`config.mk`:
```
export PLATFORM = sky130hd
export DESIGN_NAME = apu_alu
export DESIGN_NICKNAME = d
export VERILOG_FILES = /design/src/hw/apu_pkg.sv /design/src/hw/apu_alu.sv
export SDC_FILE = /design/constraint.sdc
export NUM_CORES = 1
export LEC_CHECK = 0
export BUFFER_PORTS_ARGS = -buffer_cell sky130_fd_sc_hd__buf_2
export CORE_UTILIZATION = 50
export DETAILED_ROUTE_END_ITERATION = 8
export GPL_TIMING_DRIVEN = 0
export PLACE_DENSITY = 0.82
export RECOVER_POWER = 100
export SLEW_MARGIN = 20
export SYNTH_ARGS = -nofsm -noshare
export SYNTH_HDL_FRONTEND = slang
export SYNTH_SLANG_ARGS = --single-unit
export TNS_END_PERCENT = 30
```
`constraint.sdc`:
```
create_clock -name vclk -period 5.11
set_clock_uncertainty 0.1 [all_clocks]
set_input_delay 0.511 -clock vclk [all_inputs]
set_output_delay 0.511 -clock vclk [all_outputs]
set_load 0.1 [all_outputs]
```
`src/hw/apu_pkg.sv`:
```
`default_nettype none

package apu_pkg;

	typedef logic [7:0]  data_t;		// one gpr byte
	typedef logic [15:0] instr_t;		// microcode word
	typedef logic [3:0]  reg_idx_t;		// gpr number

	// instruction class, instr[15:12]
	typedef enum logic [3:0] {
		alu_imm_0 = 4'd0,
		alu_imm_1 = 4'd1,
		alu_imm_2 = 4'd2,
		alu_imm_3 = 4'd3,
		alu_imm_4 = 4'd4,
		alu_imm_5 = 4'd5,
		alu_imm_6 = 4'd6,
		alu_imm_7 = 4'd7,
		alu_reg   = 4'd8,
		jr        = 4'd10,
		out_port  = 4'd11,
		wait_pin  = 4'd12,
		misc      = 4'd15
	} op_class_e;

	typedef enum logic [2:0] {
		fn_ld, fn_and, fn_or, fn_xor, fn_add, fn_sub, fn_cmp, fn_tst
	} alu_func_e;

	// 9..14 reserved, never taken
	typedef enum logic [3:0] {
		jc_always = 4'd0,
		jc_z      = 4'd1,
		jc_c      = 4'd2,
		jc_nz     = 4'd3,
		jc_gt     = 4'd4,	// !c & !z
		jc_le     = 4'd5,	// c | z
		jc_nc     = 4'd6,
		jc_n      = 4'd7,
		jc_nn     = 4'd8,
		jc_never  = 4'd15
	} jump_cond_e;

	typedef enum logic [4:0] {
		pin_one, pin_hsync_start, pin_hblank, pin_vsync, pin_vblank, pin_line_start
	} pin_sel_e;

	typedef enum logic [3:0] {
		port_covox  = 4'd0,
		port_border = 4'd1
	} port_sel_e;

	typedef struct packed {
		logic z;
		logic c;
		logic n;
	} flags_t;

	// decoded instruction as seen by datapath
	typedef struct packed {
		op_class_e  op;
		alu_func_e  func;
		reg_idx_t   dst;
		reg_idx_t   src;
		data_t      imm;
		logic       use_imm;
		logic       write_dst;
		logic       write_flags;
		logic       out_en;
		port_sel_e  port;
	} dec_t;

	typedef struct packed {
		logic hsync_start;
		logic hblank;
		logic vsync;
		logic vblank;
		logic line_start;
	} video_pins_t;

	typedef struct packed {
		data_t  val;
		flags_t flags;
	} alu_res_t;

	localparam instr_t INSTR_STOP = 16'hFFFF;	// hold pc, raise ready
	localparam instr_t INSTR_NOP  = 16'hFFFE;	// forced while halted

endpackage

`default_nettype wire

```
`src/hw/apu_alu.sv`:
```
`timescale 1ns/1ps
`default_nettype none

module apu_alu (
	input  wire apu_pkg::dec_t     dec,
	input  wire apu_pkg::data_t    dst_val,
	input  wire apu_pkg::data_t    src_val,
	input  wire apu_pkg::flags_t   flags,
	output apu_pkg::alu_res_t      res
);

	apu_pkg::data_t opnd;	// imm or src reg
	apu_pkg::data_t val;
	logic [8:0]     sum;	// bit 8 is carry out
	logic [8:0]     diff;	// bit 8 is borrow
	logic           carry;

	assign opnd = dec.use_imm ? dec.imm : src_val;
	assign sum  = {1'b0, dst_val} + {1'b0, opnd};
	assign diff = {1'b0, dst_val} - {1'b0, opnd};

	always_comb
	begin
		carry = 1'b0;	// logic ops clear c
		case (dec.func)
			apu_pkg::fn_and, apu_pkg::fn_tst: val = dst_val & opnd;
			apu_pkg::fn_or:  val = dst_val | opnd;
			apu_pkg::fn_xor: val = dst_val ^ opnd;
			apu_pkg::fn_add:
			begin
				val   = sum[7:0];
				carry = sum[8];
			end
			apu_pkg::fn_sub, apu_pkg::fn_cmp:
			begin
				val   = diff[7:0];
				carry = diff[8];	// dst < opnd unsigned
			end
			default: val = opnd;	// ld
		endcase
	end

	always_comb
	begin
		res.val = val;
		if (dec.write_flags)
		begin
			res.flags.z = (val == '0);
			res.flags.c = carry;
			res.flags.n = val[7];
		end
		else
			res.flags = flags;	// non-alu op keeps flags
	end

endmodule

`default_nettype wire

```
==> qor.txt <==
DRT Pass-1 Iters - 6
Max Clk Rate - 213.0 MHz
status - finished, violations left
placed inst area - 1812 um^2
number of global-route vias before repair - 1525
Worst VDD drop - 0.00009264 V
grt ovf - 0
Req. time, crit path - 4500 ps
first-pass GRT wire length - 6837 um
fraction of layout cells with a size suffix above 1 - 0.2105
Hold Fails Final Rpt - 0
Post-CTS Hold Fix Bufs - 0
post-DP HPWL - 3257 um
data arrival time of the worst path - 4080 ps
# port buffers - 40
top cells by area, synth - ha_1 21%, a21oi_1 6.6%, mux2i_1 6.6%
cell taking the most area after synthesis - ha_1
setup violators final - 0
CTS resizes - 0
GP Congestion - 0.9692
met1 Usage GRT - 0.3550
P per Cell Area - 177.1 nW/um^2
Via density - 6.313
Mapped Cells - 207
Total Wirelength - 4209 um
final cycle utilization of the critical path - 0.9188
Seq/Total Area, Yosys - 0
Synth top area share - 0.2135
Antenna Nets Post-Route - 0
synth warn - 0
fillers - 285
RSZ-0062 raised after global routing - no
failing checks - design-rule violations
Reg area - 0 um^2
Placed Cells - 278
CP Class - in -> out
max-cap violation count - 0
Leak - 0.8598 nW
met3 GRT Util - 0.01814
Die ar. - 3272 um^2
drt wl/cell - 15.14 um
fin crit period - 4695 ps
initial antenna violation count - 0
met2 Use GR - 0.4370
die width - 57.21 um
chip height - 57.21 um
final core occ - 0.6360
layer with the highest usage - met2
Min-Delay Path Class - in -> out
clock buffers - 0
Layout Nets - 327
synth unique cells - 53
via count - 1755
Synth Area per Inst - 7.362 um^2
area grow syn2layout - 18.06%
Starting Density - 0.5387
DRC - 2
origin of the worst setup path - dec[7]
Post-CTS Setup Inserts - 0
crit path to - res[2]
leading cell types by count after synthesis - 26 x ha_1, 25 x inv_1, 20 x a21oi_1
largest net degree at the start of global routing - 11
Final Non-Filler Cells - 278
Fin Setup TNS - 0 ps
syn nets - 285
Core ar. - 2829 um^2
Critical Path End Type - output port
most frequent cell after synthesis - ha_1
CP max FO - 8
Final Max Slew Viols - 0
num sequential - 0
antenna cells - 0
row count - 19
post-synthesis cell area - 1524 um^2
slew margin rel. - 0.2265
num ports - 61
design area - 1799 um^2
GRT Total Usage - 0.2569
First DRT Iteration DRCs - 110
Worst setup SP type - primary input
worst-margin pin slew - 1165 ps
==> per-stage QoR <==
step | total power, W | hold WS [ps] | setup WS (ps)
finish | 0.0003186 | 1514 | 415.1
global route | 0.0003408 | 1544 | 225.4
CTS | 0.0003180 | 1432 | 439.9
detailed placement | 0.0003167 | 1431 | 439.3
global placement | 0.0003128 | 1428 | 506.1
floorplan | 0.0002584 | 1157 | 312.1
==> worst min-delay path by stage <==
stage | startpoint | to | slack [ps] | depth (start not counted)
5_1_grt | dec[5] | res[2] | 1540 | 3
2_1_floorplan | dec[5] | res[2] | 1160 | 1
3_3_place_gp | dec[5] | res[1] | 1430 | 3
6_report | dec[5] | res[2] | 1510 | 3
4_1_cts | flags[1] | res[1] | 1430 | 4
3_5_place_dp | flags[1] | res[1] | 1430 | 4
==> cell usage in the layout, fill, tap and decap left out, types with 3 or more instances in the layout <==
cell type / instances
nor2_1: 10
clkbuf_1: 16
mux2_2: 3
inv_1: 25
o22ai_1: 4
buf_2: 35
a21o_1: 4
ha_1: 26
o21ai_0: 4
a31oi_1: 7
nor2b_1: 5
nor3_1: 3
nor4_1: 3
a2bb2oi_1: 3
a21oi_1: 19
nand2_1: 10
xnor2_1: 3
nand2b_1: 4
xor2_1: 3
mux2i_1: 10
==> critical path, stage by stage <==
cell and delay, ps:
buf_6 140, mux2i_1 300, inv_1 110, ha_1 280, fa_1 460, a211oi_1 270
o221ai_1 210, a31oi_1 290, o311ai_4 160, or4b_4 580, o32ai_4 270, clkbuf_2 490
==> layer usage <==
metal / wire length [um] / part of all wire / vias up
li1: - / - / 848
met1: 1909 / 0.45 / 816
met2: 1943 / 0.46 / 85
met3: 335 / 0.080 / 6
met4: 21 / 0.0050 / 0
met5: 0 / 0 / -
==> kinds of logic after synthesis <==
kind of cell,Yosys count,share of synthesized area
compound gates,72,0.3309
xor+xnor,6,0.03449
fa+ha+maj,28,0.2397
buf+inv,41,0.1133
mux,16,0.1273
simple gates,44,0.1544
==> power by group <==
part | total (W) | internal, W | switching [W]
Sequential | 0 | 0 | 0
Clock | 0 | 0 | 0
Combinational | 0.000319 | 0.0000933 | 0.000225
Total | 0.000319 | 0.0000933 | 0.000225
==> area by class of cell <==
| cell class | count | area, um^2 | area share |
|---|---|---|---|
| multi-input combinational | 166 | 1400 | 0.7782 |
| buffer | 14 | 71.32 | 0.03964 |
| timing repair buffer | 40 | 187.7 | 0.1043 |
| tap | 31 | 38.79 | 0.02156 |
| inverter | 27 | 101.3 | 0.05633 |
No activity file was read; power rests on OpenSTA's default activity.
