[src/hw/apu_pkg.sv]
`default_nettype none

package apu_pkg;

	typedef logic [7:0]  data_t;		// one gpr byte
	typedef logic [15:0] instr_t;		// microcode word
	typedef logic [3:0]  reg_idx_t;		// gpr number

	// instruction class, instr[15:12]
	typedef enum logic [3:0] {
		alu_imm_0 = 4'd0,
		alu_imm_1 = 4'd1,
		alu_imm_2 = 4'd2,
		alu_imm_3 = 4'd3,
		alu_imm_4 = 4'd4,
		alu_imm_5 = 4'd5,
		alu_imm_6 = 4'd6,
		alu_imm_7 = 4'd7,
		alu_reg   = 4'd8,
		jr        = 4'd10,
		out_port  = 4'd11,
		wait_pin  = 4'd12,
		misc      = 4'd15
	} op_class_e;

	typedef enum logic [2:0] {
		fn_ld, fn_and, fn_or, fn_xor, fn_add, fn_sub, fn_cmp, fn_tst
	} alu_func_e;

	// 9..14 reserved, never taken
	typedef enum logic [3:0] {
		jc_always = 4'd0,
		jc_z      = 4'd1,
		jc_c      = 4'd2,
		jc_nz     = 4'd3,
		jc_gt     = 4'd4,	// !c & !z
		jc_le     = 4'd5,	// c | z
		jc_nc     = 4'd6,
		jc_n      = 4'd7,
		jc_nn     = 4'd8,
		jc_never  = 4'd15
	} jump_cond_e;

	typedef enum logic [4:0] {
		pin_one, pin_hsync_start, pin_hblank, pin_vsync, pin_vblank, pin_line_start
	} pin_sel_e;

	typedef enum logic [3:0] {
		port_covox  = 4'd0,
		port_border = 4'd1
	} port_sel_e;

	typedef struct packed {
		logic z;
		logic c;
		logic n;
	} flags_t;

	// decoded instruction as seen by datapath
	typedef struct packed {
		op_class_e  op;
		alu_func_e  func;
		reg_idx_t   dst;
		reg_idx_t   src;
		data_t      imm;
		logic       use_imm;
		logic       write_dst;
		logic       write_flags;
		logic       out_en;
		port_sel_e  port;
	} dec_t;

	typedef struct packed {
		logic hsync_start;
		logic hblank;
		logic vsync;
		logic vblank;
		logic line_start;
	} video_pins_t;

	typedef struct packed {
		data_t  val;
		flags_t flags;
	} alu_res_t;

	localparam instr_t INSTR_STOP = 16'hFFFF;	// hold pc, raise ready
	localparam instr_t INSTR_NOP  = 16'hFFFE;	// forced while halted

endpackage

`default_nettype wire

[src/hw/apu_out_ports.sv]
`timescale 1ns/1ps
`default_nettype none

module apu_out_ports (
	input  wire                  clk,
	input  wire                  rst_n,
	input  wire apu_pkg::dec_t   dec,
	input  wire apu_pkg::data_t  dst_val,
	output apu_pkg::data_t       covox,
	output logic                 covox_we,
	output logic [5:0]           border,
	output logic                 border_we
);

	logic hit_covox;
	logic hit_border;

	// unknown port numbers just drop the write
	assign hit_covox  = dec.out_en && (dec.port == apu_pkg::port_covox);
	assign hit_border = dec.out_en && (dec.port == apu_pkg::port_border);

	always_ff @(posedge clk)
	begin
		if (hit_covox)
			covox <= dst_val;
		if (hit_border)
			border <= dst_val[5:0];	// 6-bit colour
	end

	// one-cycle strobes, aligned with the data regs
	always_ff @(posedge clk or negedge rst_n)
	begin
		if (!rst_n)
		begin
			covox_we  <= 1'b0;
			border_we <= 1'b0;
		end
		else
		begin
			covox_we  <= hit_covox;
			border_we <= hit_border;
		end
	end

endmodule

`default_nettype wire

[config.mk]
export PLATFORM = sky130hd
export DESIGN_NAME = apu_out_ports
export DESIGN_NICKNAME = d
export VERILOG_FILES = /design/src/hw/apu_pkg.sv /design/src/hw/apu_out_ports.sv
export SDC_FILE = /design/constraint.sdc
export NUM_CORES = 1
export LEC_CHECK = 0
export ABC_AREA = 1
export BUFFER_PORTS_ARGS = -buffer_cell sky130_fd_sc_hd__buf_2
export CORE_MARGIN = 2
export CORE_UTILIZATION = 31
export DETAILED_ROUTE_END_ITERATION = 12
export HOLD_SLACK_MARGIN = 0.15
export PLACE_DENSITY = 0.75
export SLEW_MARGIN = 0
export SYNTH_ARGS = -nofsm -noshare
export SYNTH_HDL_FRONTEND = slang
export SYNTH_SLANG_ARGS = --single-unit
[constraint.sdc]
create_clock -name clk -period 0.8 [get_ports clk]
set_input_delay 0.04 -clock clk [delete_from_list [all_inputs] [get_ports clk]]
set_output_delay 0.04 -clock clk [all_outputs]
set_load 0.03 [all_outputs]
==> impl_metrics.env <==
export IMPL_gp_congestion=0.6676
export IMPL_synthCells=24
export IMPL_slowest_stage="edfxtp_1"
export IMPL_critPathMaxFanout=1
export IMPL_layout_setup_ws_ns=-0.08508
export IMPL_syn_nets=65
export IMPL_synthMostInstantiatedCell="edfxtp_1"
export IMPL_synth_seq_cells=16
export IMPL_cts_root_buffer="clkbuf_4"
export IMPL_cts_tree="built"
export IMPL_die_area_sq_um=1961
export IMPL_layout_nets=111
export IMPL_synth_top_family_by_area="simple AND/OR/NAND/NOR gates"
export IMPL_final_max_slew_viol_count=0
export IMPL_worst_setup_path_start_kind="register"
export IMPL_finalHoldViolCount=0
export IMPL_syn_area_per_cell_sq_um=20.96
export IMPL_post_route_period_util_pct=110.6
export IMPL_area_growth_pct=82.34
export IMPL_yosysUniqueCellTypes=6
export IMPL_drive_gt1_share_pct=53.62
export IMPL_synth_compound_area_share_pct=0
export IMPL_clk_path_buf_depth=2
export IMPL_fmax_mhz=1130
export IMPL_crit_cells=1
export IMPL_postCtsHoldBufs=10
export IMPL_synth_xor_xnor_area_share_pct=0
export IMPL_dr_total_vias=354
export IMPL_cp_required_ns=0.76
export IMPL_wl_per_cell_um=11.53
export IMPL_coreArea_sq_um=1506
export IMPL_fin_area_sq_um=917.1
export IMPL_muxShareOfSynthArea_pct=0
export IMPL_setup_violations=16
export IMPL_synthTopCellsByArea="edfxtp_1 (84%), dfrtp_1 (10%), nand2_1 (2.2%)"
export IMPL_critPathBufInv=1
export IMPL_hold_path_end="covox_we"
export IMPL_std_cell_rows=14
export IMPL_max_cap_violations=0
export IMPL_violations="negative setup slack"
export IMPL_viasPerCell=4.165
export IMPL_drtIter0Drc=0
export IMPL_cts_sinks=16
export IMPL_power_density_nw_per_um2=1639
export IMPL_fin_cells=85
export IMPL_worst_setup_path_end_kind="output pin"
export IMPL_die_h_um=44.28
export IMPL_gr_total_overflow=0
export IMPL_cts_clk_slew_worst_paths_ns=0.08
export IMPL_async_flop_share_pct=12.50
export IMPL_static_leakage_power_nw=0.3881
export IMPL_rsz0062_at_grt="true"
export IMPL_critical_path_top_delay_family="flip-flops"
export IMPL_placedInstanceArea_sq_um=690.7
export IMPL_synth_adder_area_share_pct=0
export IMPL_initial_core_util_pct=33.39
export IMPL_holdCritStartpoint="dec[2]"
export IMPL_grt_pass1_vias=315
export IMPL_critPathMaxStageDelay_ns=0.42
export IMPL_yosys_area_share_simple_pct=4.975
export IMPL_grt_max_degree=10
export IMPL_postRouteAntennaNets=0
export IMPL_track_usage_pct=10.64
export IMPL_cts_made_buffers=3
export IMPL_antenna_found_initial=0
export IMPL_synth_area_leader_cell="edfxtp_1"
export IMPL_whs_path_depth=4
export IMPL_synthesis_area_sq_um=503.0
export IMPL_yosys_area_top_type_share_pct=83.58
export IMPL_post_route_min_period_ns=0.8851
export IMPL_crit_chain="buf_6"
export IMPL_ys_seq_area_share_pct=93.53
export IMPL_outcome="complete, but fails checks"
export IMPL_num_antenna_cells=0
export IMPL_worstSetupPathType="reg2out"
export IMPL_placedCellCount=71
export IMPL_irDropWorstVdd_mv=0.8491
export IMPL_worst_hold_slack_ns=0.09729
export IMPL_ioPinCount=57
export IMPL_tns_ns=-0.8014
export IMPL_fill_cells=123
export IMPL_dp_slack_ns=-0.1274
export IMPL_drt_wl_total_um=980
export IMPL_ys_warn_count=0
export IMPL_grt_pass1_wl_um=1366
export IMPL_tightest_slew_ns=0.2821
export IMPL_drt_pass1_iter_count=1
export IMPL_worstPathArrival_ns=0.85
export IMPL_synthTopCellsByCount="edfxtp_1 (14), nand2_1 (3), dfrtp_1 (2), inv_1 (2), nor2_1 (2)"
export IMPL_drc=0
export IMPL_dieWidth_um=44.28
export IMPL_cts_htree_levels=1
export IMPL_synth_edf_count=14
export IMPL_synthFlopType="edfxtp_1"
export IMPL_post_cts_buffers=0
export IMPL_hold_class="in2reg"
export IMPL_slew_headroom_pct=81.15
export IMPL_port_buffers=30
[final cells by class]
type | count | area (sq um) | area share (%)
clock buffers | 4 | 26.28 | 2.865
repair buffers | 41 | 357.8 | 39.02
inverters | 2 | 7.507 | 0.8186
well taps | 16 | 20.02 | 2.183
multi-input cells | 6 | 35.03 | 3.820
flip-flops and latches | 16 | 470.5 | 51.30
[per-layer routing]
| layer | vias up | part of all wire, % | wire length (um) | track usage (%) |
|---|---|---|---|---|
| met5 | - | 0 | 0 | 0 |
| met4 | 0 | 0 | 0 | 5.455 |
| met3 | 0 | 10 | 100 | 4.082 |
| met2 | 22 | 55 | 537 | 19.12 |
| met1 | 155 | 35 | 342 | 10.51 |
| li1 | 177 | - | - | - |
[where the power goes]
group	switching (mW)	internal, mW	total, mW
clock network	0.224	0.193	0.417
registers	0.00659	0.924	0.930
logic	0.0681	0.0870	0.155
total	0.299	1.20	1.50
[state kept, by name (all words and copies together), names as in the netlist]
name / cells
covox_we: 1
border: 6
border_we: 1
covox: 8
[logic make-up (layout without fill, tap and decap cells)]
| kind of cell | after synthesis | count (layout) |
|---|---|---|
| AND/OR/NAND/NOR | 6 | 6 |
| buffers and inverters | 2 | 47 |
| flip-flops | 16 | 16 |
[through the flow]
stage                     utilization, %  power (mW)
after floorplan                        -      0.9919
after global placement             45.85       1.045
after detailed placement           45.85       1.048
after CTS                          60.88       1.522
after global routing               60.88       1.571
final                              60.88       1.503
[how the worst max path moves through the flow]
stage | from | to | slack (ns)
3_5_place_dp | dec[3] | covox[7] | -0.13
4_1_cts | border[3] | border[3] | -0.09
3_3_place_gp | dec[3] | covox[4] | -0.08
5_1_grt | border[3] | border[3] | -0.12
6_report | border[3] | border[3] | -0.09
2_1_floorplan | dec[1] | border[0] | 0.05
[layout by cell type, fill, tap and decap left out]
cell type and instances:
clkbuf_1 1, clkbuf_4 3, edfxtp_1 14, buf_4 1, inv_1 2, nor2_4 1, buf_2 14, dfrtp_1 2
buf_6 16, nor2_2 2, dlygate4sd3_1 10, nand2_1 3
[repair_timing]
action / 4_1_cts / 5_1_grt
gates resized for setup: 32 / 0
endpoints found under the hold margin: 17 / 1
setup endpoints to repair: 16 / 16
Note: power is estimated with default switching activity, not from simulation.
