--- config.mk ---
export PLATFORM = sky130hd
export DESIGN_NAME = apu_seq
export DESIGN_NICKNAME = d
export VERILOG_FILES = /design/src/hw/apu_pkg.sv /design/src/hw/apu_seq.sv
export SDC_FILE = /design/constraint.sdc
export NUM_CORES = 1
export LEC_CHECK = 0
export ABC_AREA = 1
export BUFFER_PORTS_ARGS = -buffer_cell sky130_fd_sc_hd__buf_2
export CAP_MARGIN = 20
export CORE_ASPECT_RATIO = 1.1
export CORE_MARGIN = 2
export CORE_UTILIZATION = 50
export DETAILED_ROUTE_END_ITERATION = 16
export GPL_ROUTABILITY_DRIVEN = 0
export GPL_TIMING_DRIVEN = 0
export PLACE_DENSITY = 0.8
export REMOVE_ABC_BUFFERS = 1
export SYNTH_ARGS = -nofsm -noshare
export SYNTH_HDL_FRONTEND = slang
export SYNTH_SLANG_ARGS = --single-unit
export TNS_END_PERCENT = 1
--- constraint.sdc ---
create_clock -name clk -period 2.9 [get_ports clk]
set_clock_uncertainty 0.2 [all_clocks]
set_input_delay 0.29 -clock clk [delete_from_list [all_inputs] [get_ports clk]]
set_output_delay 0.29 -clock clk [all_outputs]
set_load 0.02 [all_outputs]
--- src/hw/apu_pkg.sv ---
`default_nettype none

package apu_pkg;

	typedef logic [7:0]  data_t;		// one gpr byte
	typedef logic [15:0] instr_t;		// microcode word
	typedef logic [3:0]  reg_idx_t;		// gpr number

	// instruction class, instr[15:12]
	typedef enum logic [3:0] {
		alu_imm_0 = 4'd0,
		alu_imm_1 = 4'd1,
		alu_imm_2 = 4'd2,
		alu_imm_3 = 4'd3,
		alu_imm_4 = 4'd4,
		alu_imm_5 = 4'd5,
		alu_imm_6 = 4'd6,
		alu_imm_7 = 4'd7,
		alu_reg   = 4'd8,
		jr        = 4'd10,
		out_port  = 4'd11,
		wait_pin  = 4'd12,
		misc      = 4'd15
	} op_class_e;

	typedef enum logic [2:0] {
		fn_ld, fn_and, fn_or, fn_xor, fn_add, fn_sub, fn_cmp, fn_tst
	} alu_func_e;

	// 9..14 reserved, never taken
	typedef enum logic [3:0] {
		jc_always = 4'd0,
		jc_z      = 4'd1,
		jc_c      = 4'd2,
		jc_nz     = 4'd3,
		jc_gt     = 4'd4,	// !c & !z
		jc_le     = 4'd5,	// c | z
		jc_nc     = 4'd6,
		jc_n      = 4'd7,
		jc_nn     = 4'd8,
		jc_never  = 4'd15
	} jump_cond_e;

	typedef enum logic [4:0] {
		pin_one, pin_hsync_start, pin_hblank, pin_vsync, pin_vblank, pin_line_start
	} pin_sel_e;

	typedef enum logic [3:0] {
		port_covox  = 4'd0,
		port_border = 4'd1
	} port_sel_e;

	typedef struct packed {
		logic z;
		logic c;
		logic n;
	} flags_t;

	// decoded instruction as seen by datapath
	typedef struct packed {
		op_class_e  op;
		alu_func_e  func;
		reg_idx_t   dst;
		reg_idx_t   src;
		data_t      imm;
		logic       use_imm;
		logic       write_dst;
		logic       write_flags;
		logic       out_en;
		port_sel_e  port;
	} dec_t;

	typedef struct packed {
		logic hsync_start;
		logic hblank;
		logic vsync;
		logic vblank;
		logic line_start;
	} video_pins_t;

	typedef struct packed {
		data_t  val;
		flags_t flags;
	} alu_res_t;

	localparam instr_t INSTR_STOP = 16'hFFFF;	// hold pc, raise ready
	localparam instr_t INSTR_NOP  = 16'hFFFE;	// forced while halted

endpackage

`default_nettype wire

--- src/hw/apu_seq.sv ---
`timescale 1ns/1ps
`default_nettype none

module apu_seq #(
	parameter int CODE_AW = 8
) (
	input  wire                        clk,
	input  wire                        rst_n,
	input  wire                        halt,
	input  wire apu_pkg::instr_t       instr,
	input  wire apu_pkg::flags_t       flags,
	input  wire apu_pkg::video_pins_t  video,
	output logic [CODE_AW-1:0]         pc_next,
	output apu_pkg::dec_t              dec,
	output logic                       rdy
);

	apu_pkg::instr_t    ix;		// word actually executed
	apu_pkg::op_class_e op;
	logic [CODE_AW-1:0] pc;
	logic [CODE_AW-1:0] pc_inc;
	logic [CODE_AW-1:0] pc_rel;
	logic               jc_take;
	logic               pin_val;
	logic               wait_done;
	logic               is_stop;

	assign ix      = halt ? apu_pkg::INSTR_NOP : instr;	// halt override
	assign op      = apu_pkg::op_class_e'(ix[15:12]);
	assign is_stop = (ix == apu_pkg::INSTR_STOP);
	assign pc_inc  = pc + CODE_AW'(1);
	assign pc_rel  = pc + CODE_AW'($signed(ix[7:0]));	// rel8 from jr's own address

	always_comb
	begin
		case (apu_pkg::jump_cond_e'(ix[11:8]))
			apu_pkg::jc_always: jc_take = 1'b1;
			apu_pkg::jc_z:      jc_take = flags.z;
			apu_pkg::jc_c:      jc_take = flags.c;
			apu_pkg::jc_nz:     jc_take = !flags.z;
			apu_pkg::jc_gt:     jc_take = !flags.c && !flags.z;
			apu_pkg::jc_le:     jc_take = flags.c || flags.z;
			apu_pkg::jc_nc:     jc_take = !flags.c;
			apu_pkg::jc_n:      jc_take = flags.n;
			apu_pkg::jc_nn:     jc_take = !flags.n;
			default:            jc_take = 1'b0;	// reserved and never
		endcase
	end

	always_comb
	begin
		case (apu_pkg::pin_sel_e'(ix[4:0]))
			apu_pkg::pin_one:         pin_val = 1'b1;
			apu_pkg::pin_hsync_start: pin_val = video.hsync_start;
			apu_pkg::pin_hblank:      pin_val = video.hblank;
			apu_pkg::pin_vsync:       pin_val = video.vsync;
			apu_pkg::pin_vblank:      pin_val = video.vblank;
			apu_pkg::pin_line_start:  pin_val = video.line_start;
			default:                  pin_val = 1'b0;
		endcase
	end

	assign wait_done = pin_val ^ ix[11];	// bit 11 set, wait for low

	always_comb
	begin
		if (halt)
			pc_next = '0;	// restart from 0
		else
		begin
			case (op)
				apu_pkg::jr:       pc_next = jc_take ? pc_rel : pc_inc;
				apu_pkg::wait_pin: pc_next = wait_done ? pc_inc : pc;	// spin on pin
				default:           pc_next = is_stop ? pc : pc_inc;
			endcase
		end
	end

	// field split, register dst in [11:8] for all forms
	always_comb
	begin
		dec      = '0;
		dec.op   = op;
		dec.dst  = ix[11:8];
		dec.src  = ix[3:0];
		dec.imm  = ix[7:0];
		dec.port = apu_pkg::port_sel_e'(ix[3:0]);
		case (op)
			apu_pkg::alu_imm_0, apu_pkg::alu_imm_1, apu_pkg::alu_imm_2, apu_pkg::alu_imm_3,
			apu_pkg::alu_imm_4, apu_pkg::alu_imm_5, apu_pkg::alu_imm_6, apu_pkg::alu_imm_7:
			begin
				dec.func        = apu_pkg::alu_func_e'(ix[14:12]);
				dec.use_imm     = 1'b1;
				dec.write_flags = 1'b1;
			end
			apu_pkg::alu_reg:
			begin
				dec.func        = apu_pkg::alu_func_e'(ix[6:4]);
				dec.write_flags = 1'b1;
			end
			apu_pkg::out_port: dec.out_en = 1'b1;
			default: dec.out_en = 1'b0;	// jr, wait, misc, unused codes
		endcase
		// cmp and tst only touch flags
		dec.write_dst = dec.write_flags && (dec.func != apu_pkg::fn_cmp)
			&& (dec.func != apu_pkg::fn_tst);
	end

	always_ff @(posedge clk or negedge rst_n)
	begin
		if (!rst_n)
		begin
			pc  <= '0;
			rdy <= 1'b0;
		end
		else
		begin
			pc  <= pc_next;
			rdy <= is_stop;	// level, follows stop a cycle late
		end
	end

endmodule

`default_nettype wire

==> summary.md, run 1 <==
| Metric | Value |
|---|---|
| Status | `completed` |
| Post-Synth Adder-Cell Area | `0.0694` |
| Routed WL | `5.10 mm` |
| FF-to-FF End | `pc[4]` |
| Power per Cell Area | `282 nW/um^2` |
| Synth Area per Inst | `5.56 sq um` |
| Synth-to-layout area growth | `24.2%` |
| Core Area | `3330 sq um` |
| Critical Path Sink Type | `output pin` |
| Synth Instances | `311` |
| Drt first pass iters | `5` |
| Ys async rst share | `1.00` |
| Final Hold Viols | `0` |
| HPWL Detailed | `3.91 mm` |
| H-Tree Depth | `1` |
| Main flop type after synthesis | `dfrtp_1` |
| Yosys top cell area share | `0.150` |
| Starting Density | `0.520` |
| Rows | `22` |
| Setup violators final | `0` |
| Synth Area in Simple Gates | `0.470` |
| Synthesized flop and latch total | `9` |
| Top post-synthesis cells by area | `nand3_1 (15%), nand2_1 (14%), dfrtp_1 (13%), nor2_1 (10%), inv_1 (9.3%)` |
| Via density | `5.16` |
| GRT overflow | `0` |
| Overall Global Routing Usage | `0.254` |
| CP required | `2.41 ns` |
| Clk_lat worst skew | `0.26 ns` |
| HP Class | `input port to async pin` |
| Xor-xnor portion of the synthesized cell area | `0.0557` |
| WL/cell | `12.1 um` |
| I/O Buffers | `66` |
| Post-route ant nets | `0` |
| Synth Area in Compound Gates | `0.108` |
| TritonCTS Buffers | `3` |
| Leak Pwr | `1.24 nW` |
| Worst-case clock buffer depth | `2` |
| Total clock sinks | `9` |
| # IOs | `67` |
| Slack of the worst reg-to-reg path | `0.70 ns` |
| CP arrival | `2.22 ns` |
| Min Tclk post-route | `2.71 ns` |
| Number of global-route vias before repair | `1881` |
| Die footprint | `3950 sq um` |
| Crit path launch type | `flip-flop` |
| Synth cell types | `29` |
| Nets | `411` |
| Share of cells above drive strength 1 | `0.265` |
| Design Area, Final | `2150 sq um` |
| Leading area contributor after synthesis | `nand3_1` |
| Post-DP Area | `2030 sq um` |
| Crit path max fanout | `4` |
| Detailed Route Iter0 Violations | `113` |
| CTS tree | `yes` |
| Reg2Reg Launch Point | `pc[0]` |
| Maximum number of pins on one net before global-route repair | `17` |
| Slew @ Worst Pin | `0.731 ns` |
| Fillcell total | `358` |
| EDFF count, synth | `0` |
| Mapped Area | `1730 sq um` |
| First-pass GRT wire length | `7.91 mm` |
| Worst Reg-to-Reg Cells | `12` |
| Clock transition at path regs | `0.08 ns` |
| Chip height | `65.7 um` |
| Max Freq | `0.369 GHz` |
| Residual DRC count | `0` |
| Via count | `2177` |
| Peak supply drop | `286 uV` |
| Crit path kind | `flip-flop to output pin` |
| Slew margin rel. | `0.511` |
| Combinational family with the most area after synthesis | `simple AND/OR/NAND/NOR gates` |
| Max Cap Violations | `0` |
| Warnings, synthesis | `0` |
| Sequential element share of the synthesized area | `0.130` |
| Root Driver | `clkbuf_4` |
| Die Wd | `60.1 um` |
| Power, Total | `607 uW` |
| Slew Limit Fails | `0` |
| Mux cell area share after synthesis | `0` |
| Period Utilization, post-route | `0.934` |
| Ant. Diodes | `0` |
| Antenna violations before repair | `0` |
| Final core occ | `0.645` |
-- cell families after synthesis --
kind of cell / count (synthesis)
and+or+nand+nor: 182
buffers and inverters: 66
AOI/OAI and AO/OA: 34
xor gates and xnor gates: 11
adders and majority gates: 9
DFF: 9
-- timing repair --
action	CTS	global route
hold endpoints to repair	9	0
pin swaps	0	3
setup buffers	1	3
hold buffers	1	0
resized for setup	3	11
setup endpoints to repair	2	8
-- registers in the layout, summed over array words and instances (netlist names) --
name / cells
pc: 8
rdy: 1
-- layout make-up --
type                            instances  area (sq um)  share of cell area
Timing Repair Buffer                   71           379               0.176
Tap cell                               48          60.1              0.0280
Sequential cell                         9           226               0.105
Clock inverter                          1          5.00             0.00233
Multi-Input combinational cell        236          1250               0.581
Inverter                               54           208              0.0967
Clock buffer                            3          22.5              0.0105
-- where the power goes --
group | internal [mW] | switching [mW] | total, mW
logic | 0.137 | 0.221 | 0.357
clock network | 0.0508 | 0.0491 | 0.0999
registers | 0.135 | 0.0150 | 0.150
total | 0.322 | 0.285 | 0.607
-- stage by stage --
step                setup slack [ns]  hold slack [ns]  std cells  setup TNS [ns]
finish                         0.191            0.197        422               0
global route                 -0.0125            0.237        422         -0.0125
CTS                          0.00296            0.201        419               0
detailed placement            -0.210          -0.0418        413          -0.416
global placement              -0.217          -0.0471        413          -0.388
floorplan                      0.376           -0.206        299               0
-- critical path: stages, from the launching register on --
cell	delay (ns)
dfrtp_2	0.41
ha_4	0.16
inv_1	0.05
fa_2	0.35
inv_1	0.08
nand3_1	0.06
o211ai_1	0.11
xnor2_1	0.10
a21boi_2	0.16
nor2_1	0.14
nor2_1	0.06
nor2_1	0.13
buf_4	0.16
-- cells in the mapped netlist (3+ instances only) --
| cell | n |
|---|---|
| ha_1 | 8 |
| nor2_2 | 3 |
| xor2_1 | 9 |
| nand2_1 | 63 |
| buf_4 | 9 |
| a21oi_1 | 10 |
| nand4_1 | 7 |
| nor3_1 | 3 |
| nand3_1 | 52 |
| dfrtp_1 | 9 |
| o21ai_0 | 8 |
| o22ai_1 | 3 |
| inv_2 | 10 |
| nor2_1 | 47 |
| inv_1 | 43 |
| o21ai_1 | 8 |
-- cells in the final DEF, fill, tap and decap left out, drive strengths merged --
master / count
clkbuf: 3
nand4: 7
o21a: 1
o21ai: 16
nand3: 52
a21boi: 3
nand3b: 1
ha: 8
xor2: 9
a21oi: 10
nor2: 52
xnor2: 2
fa: 1
buf: 70
nand2: 65
clkinv: 2
dlygate4sd3: 1
o22ai: 3
inv: 53
nor3: 5
o211ai: 1
dfrtp: 9
-- worst max path at each step --
stage	startpoint	end	slack [ns]	cells after the start
floorplan	halt	pc_next[4]	0.38	14
global placement	halt	pc_next[4]	-0.22	16
detailed placement	halt	pc_next[6]	-0.21	17
CTS	halt	pc_next[4]	0.003	16
global route	pc[0]	pc_next[4]	-0.01	12
finish	pc[0]	pc_next[4]	0.19	12
-- metal layers --
layer,global-route usage,part of all wire,vias up
met5,0,0,-
met4,0.0583,0.0051,0
met3,0.00787,0.094,4
met2,0.461,0.48,113
met1,0.327,0.42,936
li1,-,-,1124
Power figures use the tool's default switching activity.
==> inputs of run 2 (changes only) <==
--- a/config.mk
+++ b/config.mk
@@ -6,6 +6,7 @@
 export NUM_CORES = 1
 export LEC_CHECK = 0
 export ABC_AREA = 1
+export ABC_CLOCK_PERIOD_IN_PS = 3500
 export BUFFER_PORTS_ARGS = -buffer_cell sky130_fd_sc_hd__buf_2
 export CAP_MARGIN = 20
 export CORE_ASPECT_RATIO = 1.1
==> constraint.sdc (replaced) <==
create_clock -name clk -period 3.5 [get_ports clk]
set_clock_uncertainty 0.2 [all_clocks]
set_input_delay 0.35 -clock clk [delete_from_list [all_inputs] [get_ports clk]]
set_output_delay 0.35 -clock clk [all_outputs]
set_load 0.02 [all_outputs]
==> summary.md, run 2 (synthesized netlist as in run 1, its figures left out) <==
| Metric | Value |
|---|---|
| Comb pwr share | `0.579 (was 0.589)` |
| Clock transition at path regs | `0.08 ns (about the same)` |
| Clk_lat worst skew | `0.26 ns (about the same)` |
| Post-DP Area | `2030 sq um (unchanged)` |
| Power per Cell Area | `235 nW/um^2 (was 282 nW/um^2)` |
| Antenna violations before repair | `0 (unchanged)` |
| Most frequent cells in the layout | `buf_2 (66), nand2_1 (63), nand3_1 (52) (was buf_2 (64), nand2_1 (63), nand3_1 (52))` |
| Starting Density | `0.520 (unchanged)` |
| Slew margin rel. | `0.525 (was 0.511)` |
| Die footprint | `3950 sq um (unchanged)` |
| Fillcell total | `369 (was 358)` |
| RSZ-0062 raised after global routing | `no` |
| Post-route ant nets | `0 (unchanged)` |
| Detailed Route Iter0 Violations | `109 (was 113)` |
| TritonCTS Buffers | `3 (unchanged)` |
| Total setup buffers inserted after CTS | `0 (was 1)` |
| Most common cell after layout, fill and taps aside | `buf_2 (unchanged)` |
| Via density | `5.18 (was 5.16)` |
| Share of cells above drive strength 1 | `0.241 (was 0.265)` |
| Max Freq | `0.313 GHz` |
| H-Tree Depth | `1 (unchanged)` |
| Chip height | `65.7 um (unchanged)` |
| Status | `completed (unchanged)` |
| Crit path max fanout | `15 (was 4)` |
| Internal Power | `257 uW (was 322 uW)` |
| Period Utilization, post-route | `0.913` |
| Slew @ Worst Pin | `0.710 ns (was 0.731 ns)` |
| I/O Buffers | `66 (unchanged)` |
| Nets | `407 (was 411)` |
| # IOs | `67 (unchanged)` |
| Residual DRC count | `0 (unchanged)` |
| Number of global-route vias before repair | `1880 (was 1881)` |
| Min Tclk post-route | `3.20 ns` |
| HPWL Detailed | `3.91 mm (unchanged)` |
| Slew Limit Fails | `0 (unchanged)` |
| Max reg flops | `8 (unchanged)` |
| Critical Path Sink Type | `output pin (unchanged)` |
| Sequential power share | `0.252 (was 0.246)` |
| GRT overflow | `0 (unchanged)` |
| Setup violators final | `0 (unchanged)` |
| Core Area | `3330 sq um (unchanged)` |
| Root Driver | `clkbuf_4 (unchanged)` |
| Design Area, Final | `2070 sq um (was 2150 sq um)` |
| Overall Global Routing Usage | `0.254 (about the same)` |
| CP required | `2.95 ns (was 2.41 ns)` |
| Rows | `22 (unchanged)` |
| CP arrival | `2.65 ns (was 2.22 ns)` |
| Routed WL | `5.04 mm (was 5.10 mm)` |
| CTS tree | `yes (unchanged)` |
| Reg with most FFs | `pc (unchanged)` |
| Clock share of power | `0.168 (was 0.165)` |
| WL/cell | `12.1 um (about the same)` |
| Peak supply drop | `232 uV (was 286 uV)` |
| Crit path launch type | `input port (was flip-flop)` |
| Die Wd | `60.1 um (unchanged)` |
| Total clock sinks | `9 (unchanged)` |
| First-pass GRT wire length | `7.89 mm (was 7.91 mm)` |
| Via count | `2164 (was 2177)` |
| Drt first pass iters | `5 (unchanged)` |
| Leak Pwr | `1.22 nW (was 1.24 nW)` |
| Sw Share | `0.473 (was 0.469)` |
| HP Class | `input port to async pin (unchanged)` |
| Max Cap Violations | `0 (unchanged)` |
| Switch Pwr | `231 uW (was 285 uW)` |
| Ant. Diodes | `0 (unchanged)` |
| Largest regs | `pc x8, rdy x1 (unchanged)` |
| Crit path kind | `input port to output pin (was flip-flop to output pin)` |
| Synth-to-layout area growth | `19.8% (was 24.2%)` |
| Final Hold Viols | `0 (unchanged)` |
| Worst-case clock buffer depth | `2 (unchanged)` |
| Maximum number of pins on one net before global-route repair | `17 (unchanged)` |
| Fin Setup TNS | `0 ns (unchanged)` |
## run 2: cell count changes in the layout (fill, tap and decap cells not counted), sizes merged
cell    before  now
clkinv       2    3
buf         70   66
inv         53   52
## run 2: per-layer routing
metal,part of all wire,GRT usage
met5,0,0
met1,0.43,0.326
met2,0.48,0.459
met4,0.0058,0.0583
met3,0.082,0.00787
## run 2: path summary, 6_finish.rpt
check | start | to | slack [ns] | cells after the start
min | rst_n | pc[5] | 0.26 | 2
max | halt | pc_next[4] | 0.30 | 16
max reg2reg | pc[0] | pc[4] | 1.17 | 11
min in group clk | instr[13] | pc[7] | 0.53 | 8
max in group asynchronous | rst_n | pc[2] | 2.63 | 2
min reg2reg | pc[0] | pc[0] | 0.57 | 4
## run 2: power groups by stage
stage,clock network (mW),registers (mW),logic [mW]
CTS,0.0852,0.123,0.281
floorplan,0,0.121,0.201
global route,0.0862,0.124,0.318
finish,0.0819,0.123,0.283
global placement,0,0.124,0.274
detailed placement,0,0.124,0.278
## run 2: worst max-delay path: stages
cell and delay [ns]:
buf_2 0.21, clkinv_2 0.21, nand2_1 0.11, inv_1 0.07, ha_1 0.20, inv_1 0.07, fa_1 0.40, inv_1 0.09
nand3_1 0.06, o211ai_1 0.11, xnor2_1 0.14, a21boi_1 0.21, nor2_1 0.07, nor2_1 0.11, nor2_1 0.05, buf_2 0.15
## run 2: area by class of cell
cell class                      count  area [sq um]  area share
Inverter                           54           204      0.0984
Multi-Input combinational cell    236          1220       0.587
Sequential cell                     9           225       0.109
Timing Repair Buffer               67           340       0.164
Clock buffer                        3          22.5      0.0109
Clock inverter                      1          5.00     0.00241
Tap cell                           48          60.1      0.0290
## run 2: timing repair
action	4_1_cts	5_1_grt
endpoints found under the hold margin	9	0
endpoints found under the setup margin	0	1
hold buffers	1	0
resized for setup	0	1
## run 2: metrics by stage
| step | cells | setup slack [ns] | power, mW | utilization | hold slack [ns] |
|---|---|---|---|---|---|
| 2_1_floorplan | 299 | 0.856 | 0.322 | - | -0.146 |
| 3_3_place_gp | 413 | 0.263 | 0.398 | 0.611 | 0.0129 |
| 3_5_place_dp | 413 | 0.270 | 0.403 | 0.611 | 0.0182 |
| 4_1_cts | 418 | 0.258 | 0.489 | 0.622 | 0.261 |
| 5_1_grt | 418 | 0.00672 | 0.528 | 0.622 | 0.297 |
| 6_report | 418 | 0.304 | 0.488 | 0.622 | 0.262 |
