### config.mk
export PLATFORM = sky130hd
export DESIGN_NAME = apu_regs
export DESIGN_NICKNAME = d
export VERILOG_FILES = /design/src/hw/apu_pkg.sv /design/src/hw/apu_regs.sv
export SDC_FILE = /design/constraint.sdc
export NUM_CORES = 1
export LEC_CHECK = 0
export BUFFER_PORTS_ARGS = -buffer_cell sky130_fd_sc_hd__buf_2
export CORE_MARGIN = 4
export CORE_UTILIZATION = 40
export CTS_CLUSTER_DIAMETER = 150
export DETAILED_ROUTE_END_ITERATION = 12
export GPL_TIMING_DRIVEN = 0
export PLACE_DENSITY = 0.56
export SLEW_MARGIN = 40
export SYNTH_ARGS = -nofsm -noshare
export SYNTH_HDL_FRONTEND = slang
export SYNTH_SLANG_ARGS = --single-unit
### constraint.sdc
create_clock -name clk -period 1 [get_ports clk]
set_input_delay 0 -clock clk [delete_from_list [all_inputs] [get_ports clk]]
set_output_delay 0 -clock clk [all_outputs]
set_load 0.03 [all_outputs]
### src/hw/apu_pkg.sv
`default_nettype none

package apu_pkg;

	typedef logic [7:0]  data_t;		// one gpr byte
	typedef logic [15:0] instr_t;		// microcode word
	typedef logic [3:0]  reg_idx_t;		// gpr number

	// instruction class, instr[15:12]
	typedef enum logic [3:0] {
		alu_imm_0 = 4'd0,
		alu_imm_1 = 4'd1,
		alu_imm_2 = 4'd2,
		alu_imm_3 = 4'd3,
		alu_imm_4 = 4'd4,
		alu_imm_5 = 4'd5,
		alu_imm_6 = 4'd6,
		alu_imm_7 = 4'd7,
		alu_reg   = 4'd8,
		jr        = 4'd10,
		out_port  = 4'd11,
		wait_pin  = 4'd12,
		misc      = 4'd15
	} op_class_e;

	typedef enum logic [2:0] {
		fn_ld, fn_and, fn_or, fn_xor, fn_add, fn_sub, fn_cmp, fn_tst
	} alu_func_e;

	// 9..14 reserved, never taken
	typedef enum logic [3:0] {
		jc_always = 4'd0,
		jc_z      = 4'd1,
		jc_c      = 4'd2,
		jc_nz     = 4'd3,
		jc_gt     = 4'd4,	// !c & !z
		jc_le     = 4'd5,	// c | z
		jc_nc     = 4'd6,
		jc_n      = 4'd7,
		jc_nn     = 4'd8,
		jc_never  = 4'd15
	} jump_cond_e;

	typedef enum logic [4:0] {
		pin_one, pin_hsync_start, pin_hblank, pin_vsync, pin_vblank, pin_line_start
	} pin_sel_e;

	typedef enum logic [3:0] {
		port_covox  = 4'd0,
		port_border = 4'd1
	} port_sel_e;

	typedef struct packed {
		logic z;
		logic c;
		logic n;
	} flags_t;

	// decoded instruction as seen by datapath
	typedef struct packed {
		op_class_e  op;
		alu_func_e  func;
		reg_idx_t   dst;
		reg_idx_t   src;
		data_t      imm;
		logic       use_imm;
		logic       write_dst;
		logic       write_flags;
		logic       out_en;
		port_sel_e  port;
	} dec_t;

	typedef struct packed {
		logic hsync_start;
		logic hblank;
		logic vsync;
		logic vblank;
		logic line_start;
	} video_pins_t;

	typedef struct packed {
		data_t  val;
		flags_t flags;
	} alu_res_t;

	localparam instr_t INSTR_STOP = 16'hFFFF;	// hold pc, raise ready
	localparam instr_t INSTR_NOP  = 16'hFFFE;	// forced while halted

endpackage

`default_nettype wire

### src/hw/apu_regs.sv
`timescale 1ns/1ps
`default_nettype none

module apu_regs (
	input  wire                      clk,
	input  wire                      rst_n,
	input  wire apu_pkg::dec_t       dec,
	input  wire apu_pkg::alu_res_t   res,
	output apu_pkg::data_t           dst_val,
	output apu_pkg::data_t           src_val,
	output apu_pkg::flags_t          flags
);

	apu_pkg::data_t gpr [0:15];	// general regs

	// async read, both operands same cycle
	assign dst_val = gpr[dec.dst];
	assign src_val = gpr[dec.src];

	always_ff @(posedge clk)
	begin
		if (dec.write_dst)
			gpr[dec.dst] <= res.val;	// visible to next instr
	end

	always_ff @(posedge clk or negedge rst_n)
	begin
		if (!rst_n)
			flags <= '0;
		else if (dec.write_flags)
			flags <= res.flags;
	end

endmodule

`default_nettype wire

==> results of run 1 <==
layer usage:
metal | vias up | part of all wire, %
li1 | 1453 | -
met4 | 0 | 0.77
met2 | 148 | 50
met1 | 1746 | 40
met5 | - | 0
met3 | 11 | 9.0
final cells by class:
class / instances / area [um^2]
plain buffers: 21 / 160
well taps: 184 / 230
clock inverters: 9 / 88.8
clock buffers: 22 / 444
fillers: 1151 / 6930
flip-flops and latches: 131 / 3920
multi-input cells: 146 / 2300
repair buffers: 60 / 522
critical path, delay by kind of cell (launching register included):
kind / cells / cell delay [ps]
compound gates: 1 / 250
buf+inv: 1 / 140
flops: 1 / 380
mux: 1 / 500
simple gates: 1 / 80
worst max-delay path by stage:
stage / endpoint / cells past startpoint / slack [ps]
after floorplan: dst_val[0] / 3 / -140
after global placement: gpr[4][3]$_DFFE_PP_ / 3 / -800
after detailed placement: src_val[1] / 6 / -790
after CTS: src_val[1] / 4 / -800
after global routing: src_val[4] / 4 / -840
final: src_val[1] / 4 / -780
state kept, by name, summed over array words and instances, names as in the netlist:
signal and flops:
flags 3, gpr 128
timing repair:
item | in CTS | in global routing
setup buffers | 5 | 3
endpoints found under the setup margin | 40 | 42
hold endpoints to repair | 134 | 0
gates resized for setup | 32 | 9
hold buffers | 14 | 0
pin swaps | 4 | 5
where the power goes:
| group | internal (mW) | switching (mW) |
|---|---|---|
| registers | 6.16 | 0.0512 |
| clock network | 3.60 | 2.13 |
| logic | 0.721 | 0.910 |
| total | 10.5 | 3.09 |
Yosys cell counts:
cell / count
buf_6: 4
nand2b_1: 2
nand3_1: 1
buf_4: 1
nand3b_1: 2
and2_1: 2
nor3_1: 4
clkbuf_1: 4
a22oi_1: 32
nor2b_1: 4
clkbuf_2: 1
buf_1: 8
nand2_1: 17
mux2_2: 3
nor2_1: 14
mux4_2: 64
or3b_2: 1
edfxtp_1: 128
dfrtp_1: 3
buf_2: 3
kinds of logic after synthesis:
family / Yosys count / share of synthesized area (%)
and+or+nand+nor: 47 / 3.61
buffers and inverters: 21 / 1.97
AOI/OAI and AO/OA: 32 / 4.03
muxes: 67 / 24.7
DFF: 131 / 65.7
through the flow:
step                setup WS [ps]  TNS [ps]  instances
finish                       -777    -11760        573
global route                 -844    -12910        573
CTS                          -802    -12240        570
detailed placement           -789    -60460        520
global placement             -796    -60570        520
floorplan                    -139     -5330        298
==> impl_metrics.json, run 1 <==
{
  "cts_tree": "yes",
  "ys_seq_elements": 131,
  "required_ps": 1000,
  "slowest_stage": "mux4_2",
  "leakagePower_nw": 2.47,
  "hpwl_um": 10700,
  "ant_nets": 0,
  "slew_headroom_pct": 42.7,
  "firstDrtPassIters": 4,
  "antenna_found_initial": 0,
  "final.min_clock_period_ps": 1780,
  "peakVddDrop_uv": 1040,
  "hp-class": "input port to flip-flop",
  "outcome": "finished with violations",
  "grt_pass1_vias": 3733,
  "drive_above_1_share_pct": 57.1,
  "core_mm2": 0.0146,
  "fin_total_pwr_mw": 13.6,
  "final_area_mm2": 0.00766,
  "crit_start": "gpr[11][1]$_DFFE_PP_",
  "wl_um": 16700,
  "first_iter_violations": 303,
  "start_util_pct": 40.9,
  "cts_buffers": 17,
  "clockBufferDepth": 2,
  "whs_path_depth": 2,
  "met3_usage_pct": 6.06,
  "busiest_layer": "met2",
  "die-area_mm2": 0.0169,
  "utilization_pct": 52.5,
  "placed_area_mm2": 0.00679,
  "fin_ws_ps": -777,
  "cpPeakStageDelay_ps": 500,
  "htreeDepth": 4,
  "startpoint_type": "flip-flop",
  "wire_per_inst_um": 29.1,
  "path_max_fanout": 2,
  "synth_cell_type_count": 20,
  "violations": "negative setup slack",
  "cap_violations": 0,
  "routed_via_density": 5.86,
  "rsz0062_at_grt": "true",
  "r2r-start": "flags[1]$_DFFE_PN0P_",
  "setup_viol": 16,
  "global_route.usage.met2_pct": 33.1,
  "die_height_um": 130,
  "hold_start": "dec[20]",
  "grt_pass1_wl_um": 24800,
  "area_growth_pct": 28.4,
  "timing.hold.ws_ps": 149,
  "power.density_mw_per_mm2": 1770,
  "r2r_end": "flags[1]$_DFFE_PN0P_",
  "num_vias": 3358,
  "synth_area_leader_cell": "edfxtp_1",
  "worst_slew_pin_slew_ps": 859,
  "max_freq_mhz": 563,
  "clock-sinks": 131,
  "r2r_slack_ps": 110,
  "gp_congestion": 0.734,
  "synthCells": 298,
  "slew_viol_final": 0,
  "top_level_ports": 63,
  "yosysTopAreaCellShare_pct": 64.4,
  "yosysWarnings": 0,
  "grt_max_degree": 17,
  "cp-end-kind": "output pin",
  "synth_fp_nets": 342,
  "ctsRootBufferMaster": "clkbuf_16",
  "final_nets": 421,
  "num_rows": 44,
  "clk_pin_slew_worst_paths_ps": 60,
  "layout_commonest_cell": "edfxtp_1",
  "synth.area.top_cells": "edfxtp_1, mux4_2, a22oi_1",
  "die_w_um": 130,
  "rr_worst_depth": 2,
  "globalRouteTotalUtil_pct": 21.6,
  "layout_common_cells": "edfxtp_1, mux4_2, a22oi_2",
  "clock_latency_ps": 410,
  "use_met1_pct": 31.2,
  "mappedNetlistArea_mm2": 0.00597,
  "path_cells": "mux4_2 > a22oi_2 > nand2_2 > buf_6",
  "drc_errors": 0,
  "holdPathEnd": "gpr[12][6]$_DFFE_PP_",
  "diodes": 0,
  "ys_seq_area_share_pct": 65.7,
  "crit_type": "flip-flop to output pin",
  "grt_remaining_overflow": 0,
  "portBuffers": 38,
  "syn_area_per_cell_um2": 20.0,
  "hold_violations": 0,
  "fin_skew_ps": 0,
  "arrival_ps": 1780,
  "fin_crit_sh_pct": 178
}
(Power assumes the default switching activity.)
==> inputs of run 2 (changes only) <==
--- a/config.mk
+++ b/config.mk
@@ -6,8 +6,10 @@
 export NUM_CORES = 1
 export LEC_CHECK = 0
 export BUFFER_PORTS_ARGS = -buffer_cell sky130_fd_sc_hd__buf_2
+export CORE_ASPECT_RATIO = 0.9
 export CORE_MARGIN = 4
 export CORE_UTILIZATION = 40
+export CTS_BUF_LIST = sky130_fd_sc_hd__clkbuf_16
 export CTS_CLUSTER_DIAMETER = 150
 export DETAILED_ROUTE_END_ITERATION = 12
 export GPL_TIMING_DRIVEN = 0
@@ -16,3 +18,4 @@
 export SYNTH_ARGS = -nofsm -noshare
 export SYNTH_HDL_FRONTEND = slang
 export SYNTH_SLANG_ARGS = --single-unit
+export TNS_END_PERCENT = 30
==> run 2 against run 1 <==
Effect of this change: the flow still finishes with violations (negative setup slack); clock skew is the same; first-iteration DRC count down 16%; sequential share of layout area down 0.19 points; sequential power hardly changed; critical path type unchanged.
==> impl_metrics.json, run 2 (synthesis results as in run 1) <==
{
  "whs_path_depth": 2,
  "place_inst": 534,
  "reg_top3": "gpr x128, flags x3",
  "wl_um": 15400,
  "p_seq_share_pct": 43.1,
  "die_height_um": 124,
  "gp_congestion": 0.765,
  "violations": "negative setup slack",
  "fin_skew_ps": 0,
  "fin_crit_sh_pct": 182,
  "antenna_found_initial": 0,
  "clock_latency_ps": 420,
  "cts_tree": "yes",
  "layout_commonest_cell": "edfxtp_1",
  "die_w_um": 137,
  "utilization_pct": 52.4,
  "num_vias": 3224,
  "cap_violations": 0,
  "final_nets": 413,
  "htreeDepth": 4,
  "power.density_mw_per_mm2": 1870,
  "final_cells": 580,
  "first_iter_violations": 254,
  "switchingPower_mw": 3.34,
  "portBuffers": 38,
  "slew_viol_final": 0,
  "start_util_pct": 40.7,
  "largest_reg_flops": 128,
  "tns_ps": -12420,
  "core_mm2": 0.0147,
  "final.min_clock_period_ps": 1820,
  "hp-class": "input port to flip-flop",
  "crit_start": "gpr[11][1]$_DFFE_PP_",
  "hold_start": "dec[20]",
  "rr_worst_depth": 1,
  "clockBufferDepth": 2,
  "outcome": "finished with violations",
  "swShare_pct": 23.2,
  "dp_slack_ps": -736,
  "diodes": 0,
  "layout_common_cells": "edfxtp_1, mux4_2, a22oi_2",
  "r2r-start": "flags[1]$_DFFE_PN0P_",
  "wire_per_inst_um": 26.5,
  "hpwl_um": 10300,
  "grt_remaining_overflow": 0,
  "grt_pass1_vias": 3564,
  "fin_ws_ps": -817,
  "placed_area_mm2": 0.00679,
  "slew_headroom_pct": 43.9,
  "post_cts_buffers": 0,
  "leakagePower_nw": 2.45,
  "worst_slew_pin_slew_ps": 841,
  "combPwrFrac_pct": 11.1,
  "drc_errors": 0,
  "max_freq_mhz": 550,
  "setup_viol": 24,
  "drive_above_1_share_pct": 57.3,
  "hold_violations": 0,
  "path_max_fanout": 2,
  "cts_buffers": 17,
  "final_area_mm2": 0.00769,
  "top_level_ports": 63,
  "ant_nets": 0,
  "intPower_mw": 11.0,
  "rsz0062_at_grt": "true",
  "clk_pin_slew_worst_paths_ps": 60,
  "die-area_mm2": 0.0169,
  "pwr-share-clk_pct": 45.8,
  "crit_type": "flip-flop to output pin",
  "firstDrtPassIters": 4,
  "r2r_slack_ps": 250,
  "routed_via_density": 5.56,
  "required_ps": 1000,
  "grt_pass1_wl_um": 23100,
  "grt_max_degree": 17,
  "ctsRootBufferMaster": "clkbuf_16",
  "cp-end-kind": "output pin",
  "arrival_ps": 1820,
  "globalRouteTotalUtil_pct": 20.1,
  "holdPathEnd": "gpr[12][5]$_DFFE_PP_",
  "num_rows": 42,
  "clock-sinks": 131,
  "area_growth_pct": 28.9,
  "regMostFlops": "gpr",
  "r2r_end": "flags[1]$_DFFE_PN0P_",
  "startpoint_type": "flip-flop",
  "peakVddDrop_uv": 1220
}
-- run 2: critical path, cell delays in order, from the launching register on --
cell	delay, ps
edfxtp_1	380
mux4_2	510
a22oi_2	250
nand2_2	110
buf_6	150
-- run 2: power groups by stage --
stage | registers [mW] | clock network (mW) | logic, mW
2_1_floorplan | 6.32 | 0 | 0.970
3_3_place_gp | 6.30 | 0 | 1.45
3_5_place_dp | 6.31 | 0 | 1.46
4_1_cts | 6.20 | 6.71 | 1.60
5_1_grt | 6.21 | 7.00 | 1.69
6_report | 6.20 | 6.59 | 1.59
-- run 2: routing by layer --
layer  GRT usage [%]  wire length, um  vias up
li1                -                -     1438
met1            28.0             6450     1668
met2            31.1             7560      107
met3            5.13             1190       11
met4            7.12              163        0
met5               0                0        -
-- run 2: per-stage QoR --
step | power (mW) | hold slack [ps]
final | 14.4 | 132
after global routing | 14.9 | 138
after CTS | 14.5 | 122
after detailed placement | 7.77 | -204
after global placement | 7.75 | -208
after floorplan | 7.29 | -296
-- run 2: how the worst max path moves through the flow --
stage                 end  slack (ps)  depth (start not counted)
3_5_place_dp   src_val[1]        -740                          6
2_1_floorplan  dst_val[0]        -140                          3
4_1_cts        dst_val[0]        -820                          4
6_report       src_val[1]        -820                          4
3_3_place_gp   src_val[1]        -760                          6
5_1_grt        src_val[2]        -870                          4
-- run 2: what timing repair did --
item                                    in CTS  in global routing
endpoints found under the setup margin      40                 35
pin swaps                                   13                 14
hold buffers                                14                  0
gates resized for setup                     32                  8
hold endpoints to repair                   134                  0
-- run 2: final cells by class --
class | count | area, um^2
Tap cell | 198 | 248
Timing Repair Buffer | 52 | 450
Buffer | 21 | 149
Fill cell | 1184 | 6970
Clock buffer | 17 | 425
Sequential cell | 131 | 3920
Clock inverter | 15 | 206
Multi-Input combinational cell | 146 | 2290
==> inputs of run 3 (changes only) <==
--- a/config.mk
+++ b/config.mk
@@ -7,13 +7,13 @@
 export LEC_CHECK = 0
 export BUFFER_PORTS_ARGS = -buffer_cell sky130_fd_sc_hd__buf_2
 export CORE_ASPECT_RATIO = 0.9
-export CORE_MARGIN = 4
+export CORE_MARGIN = 5
 export CORE_UTILIZATION = 40
 export CTS_BUF_LIST = sky130_fd_sc_hd__clkbuf_16
 export CTS_CLUSTER_DIAMETER = 150
 export DETAILED_ROUTE_END_ITERATION = 12
 export GPL_TIMING_DRIVEN = 0
-export PLACE_DENSITY = 0.56
+export PLACE_DENSITY = 0.57
 export SLEW_MARGIN = 40
 export SYNTH_ARGS = -nofsm -noshare
 export SYNTH_HDL_FRONTEND = slang
==> constraint.sdc (replaced) <==
create_clock -name clk -period 2 [get_ports clk]
set_input_delay 0 -clock clk [delete_from_list [all_inputs] [get_ports clk]]
set_output_delay 0 -clock clk [all_outputs]
set_load 0.03 [all_outputs]
==> run 3 against run 2 <==
Effect of this change: largest cell class unchanged; sequential cell count unchanged; combinational power down 58%; clock skew is the same; die area increased by 3.1%; largest power group unchanged; register-to-register slack better by 430 ps; the flow now finishes without violations; non-clock buffer count decreased by 2.
==> impl_metrics.json, run 3 (synthesis results as in run 1) <==
{
  "peakVddDrop_uv": 862,
  "grt_remaining_overflow": 0,
  "fill_cells": 1216,
  "clock-sinks": 131,
  "wl_um": 15200,
  "path_max_fanout": 2,
  "critical_path.top_delay_family": "multiplexers",
  "reg_top3": "gpr x128, flags x3",
  "fin_crit_sh_pct": 96.7,
  "ant_nets": 0,
  "num_vias": 3361,
  "placed_area_mm2": 0.00643,
  "firstDrtPassIters": 5,
  "routed_via_density": 5.81,
  "rsz0062_at_grt": "false",
  "required_ps": 2000,
  "worst_slew_pin_slew_ps": 830,
  "dp_slack_ps": -240,
  "cts_buffers": 17,
  "intPower_mw": 5.52,
  "startpoint_type": "flip-flop",
  "htreeDepth": 4,
  "final_area_mm2": 0.00719,
  "grt_pass1_wl_um": 22000,
  "p_seq_share_pct": 44.2,
  "cap_violations": 0,
  "drc_errors": 0,
  "clk_pin_slew_worst_paths_ps": 50,
  "outcome": "finished clean",
  "max_freq_mhz": 517,
  "ctsRootBufferMaster": "clkbuf_16",
  "fin_skew_ps": 0,
  "wl_met3_um": 1170,
  "die_w_um": 139,
  "leakagePower_nw": 2.36,
  "path_cells": "mux4_2 > a22oi_1 > nand2_1 > buf_2",
  "slowest_stage": "mux4_2",
  "largest_reg_flops": 128,
  "wire_per_inst_um": 26.3,
  "final.min_clock_period_ps": 1930,
  "pwr-share-clk_pct": 46.3,
  "path_buf_inv": 1,
  "clockBufferDepth": 2,
  "cpPeakStageDelay_ps": 500,
  "die_height_um": 126,
  "antenna_found_initial": 0,
  "layout_common_cells": "edfxtp_1, mux4_2, buf_2",
  "layout_commonest_cell": "edfxtp_1",
  "final_nets": 411,
  "crit_type": "flip-flop to output pin",
  "tns_ps": 0,
  "combPwrFrac_pct": 9.5,
  "top_level_ports": 63,
  "switchingPower_mw": 1.51,
  "first_iter_violations": 324,
  "grt_pass1_vias": 3450,
  "timing.hold.ws_ps": 15.5,
  "diodes": 0,
  "hp-class": "input port to flip-flop",
  "setup_viol": 0,
  "swShare_pct": 21.5,
  "globalRouteTotalUtil_pct": 17.9,
  "start_util_pct": 40.7,
  "fin_ws_ps": 66.0,
  "core_mm2": 0.0147,
  "num_rows": 42,
  "clock_latency_ps": 410,
  "grt_max_degree": 17,
  "die-area_mm2": 0.0175,
  "wl_met1_um": 6540,
  "power.density_mw_per_mm2": 977,
  "slew_viol_final": 0,
  "gp_congestion": 0.817,
  "cp-end-kind": "output pin",
  "arrival_ps": 1930,
  "hpwl_um": 10500,
  "drive_above_1_share_pct": 40.3,
  "area_growth_pct": 20.5,
  "portBuffers": 38,
  "hold_violations": 0,
  "cts_tree": "yes",
  "regMostFlops": "gpr",
  "slew_headroom_pct": 44.5,
  "highest_layer": "met4",
  "met2_length_um": 7090
}
==> run 3: cell count changes in the layout (fill, tap and decap cells not counted), sizes merged <==
cell	before	now
dlygate4sd3	14	12
bufinv	4	5
clkinvlp	4	1
inv	3	1
clkinv	4	8
==> run 3: timing repair <==
action / 4_1_cts / 5_1_grt
resized for setup: 0 / 1
hold endpoints to repair: 43 / 0
hold buffers: 12 / 0
setup endpoints to repair: 0 / 1
buffers inserted: 0 / 0
==> run 3: power by group through the flow <==
stage	sequential [mW]	combinational (mW)	clock, mW
CTS	3.10	0.669	3.30
finish	3.10	0.671	3.25
floorplan	3.16	0.394	0
detailed placement	3.16	0.645	0
global route	3.11	0.707	3.41
global placement	3.15	0.636	0
==> run 3: area by class of cell <==
cell class	instances	area [um^2]	area share (%)
multi-input combinational	146	1970	27.4
buffer	21	118	1.64
clock buffer	17	425	5.92
clock inverter	15	195	2.72
timing repair buffer	50	310	4.32
tap	198	248	3.45
sequential	131	3920	54.5
==> run 3: final timing paths <==
kind                                           start                    to  slack [ps]  cells past startpoint
worst min register to register  flags[1]$_DFFE_PN0P_  flags[1]$_DFFE_PN0P_        1040                      2
min in group asynchronous                      rst_n  flags[1]$_DFFE_PN0P_         470                      3
worst max register to register  flags[0]$_DFFE_PN0P_  flags[0]$_DFFE_PN0P_         680                      2
max in group asynchronous                      rst_n  flags[2]$_DFFE_PN0P_        1390                      3
worst max-delay path             gpr[9][1]$_DFFE_PP_            dst_val[1]          70                      4
worst min-delay path                          res[6]   gpr[6][3]$_DFFE_PP_          20                      1
==> run 3: routing by layer <==
| metal | track usage (%) | up-vias |
|---|---|---|
| met5 | 0 | - |
| met2 | 26.7 | 131 |
| met1 | 24.7 | 1776 |
| li1 | - | 1431 |
| met4 | 7.25 | 0 |
| met3 | 5.84 | 23 |
==> run 3: metrics by stage <==
stage | utilization [%] | power [mW] | std cells
floorplan | - | 3.56 | 298
global placement | 43.7 | 3.79 | 534
detailed placement | 43.9 | 3.80 | 534
CTS | 48.9 | 7.07 | 578
global route | 49.0 | 7.22 | 578
finish | 49.0 | 7.03 | 578
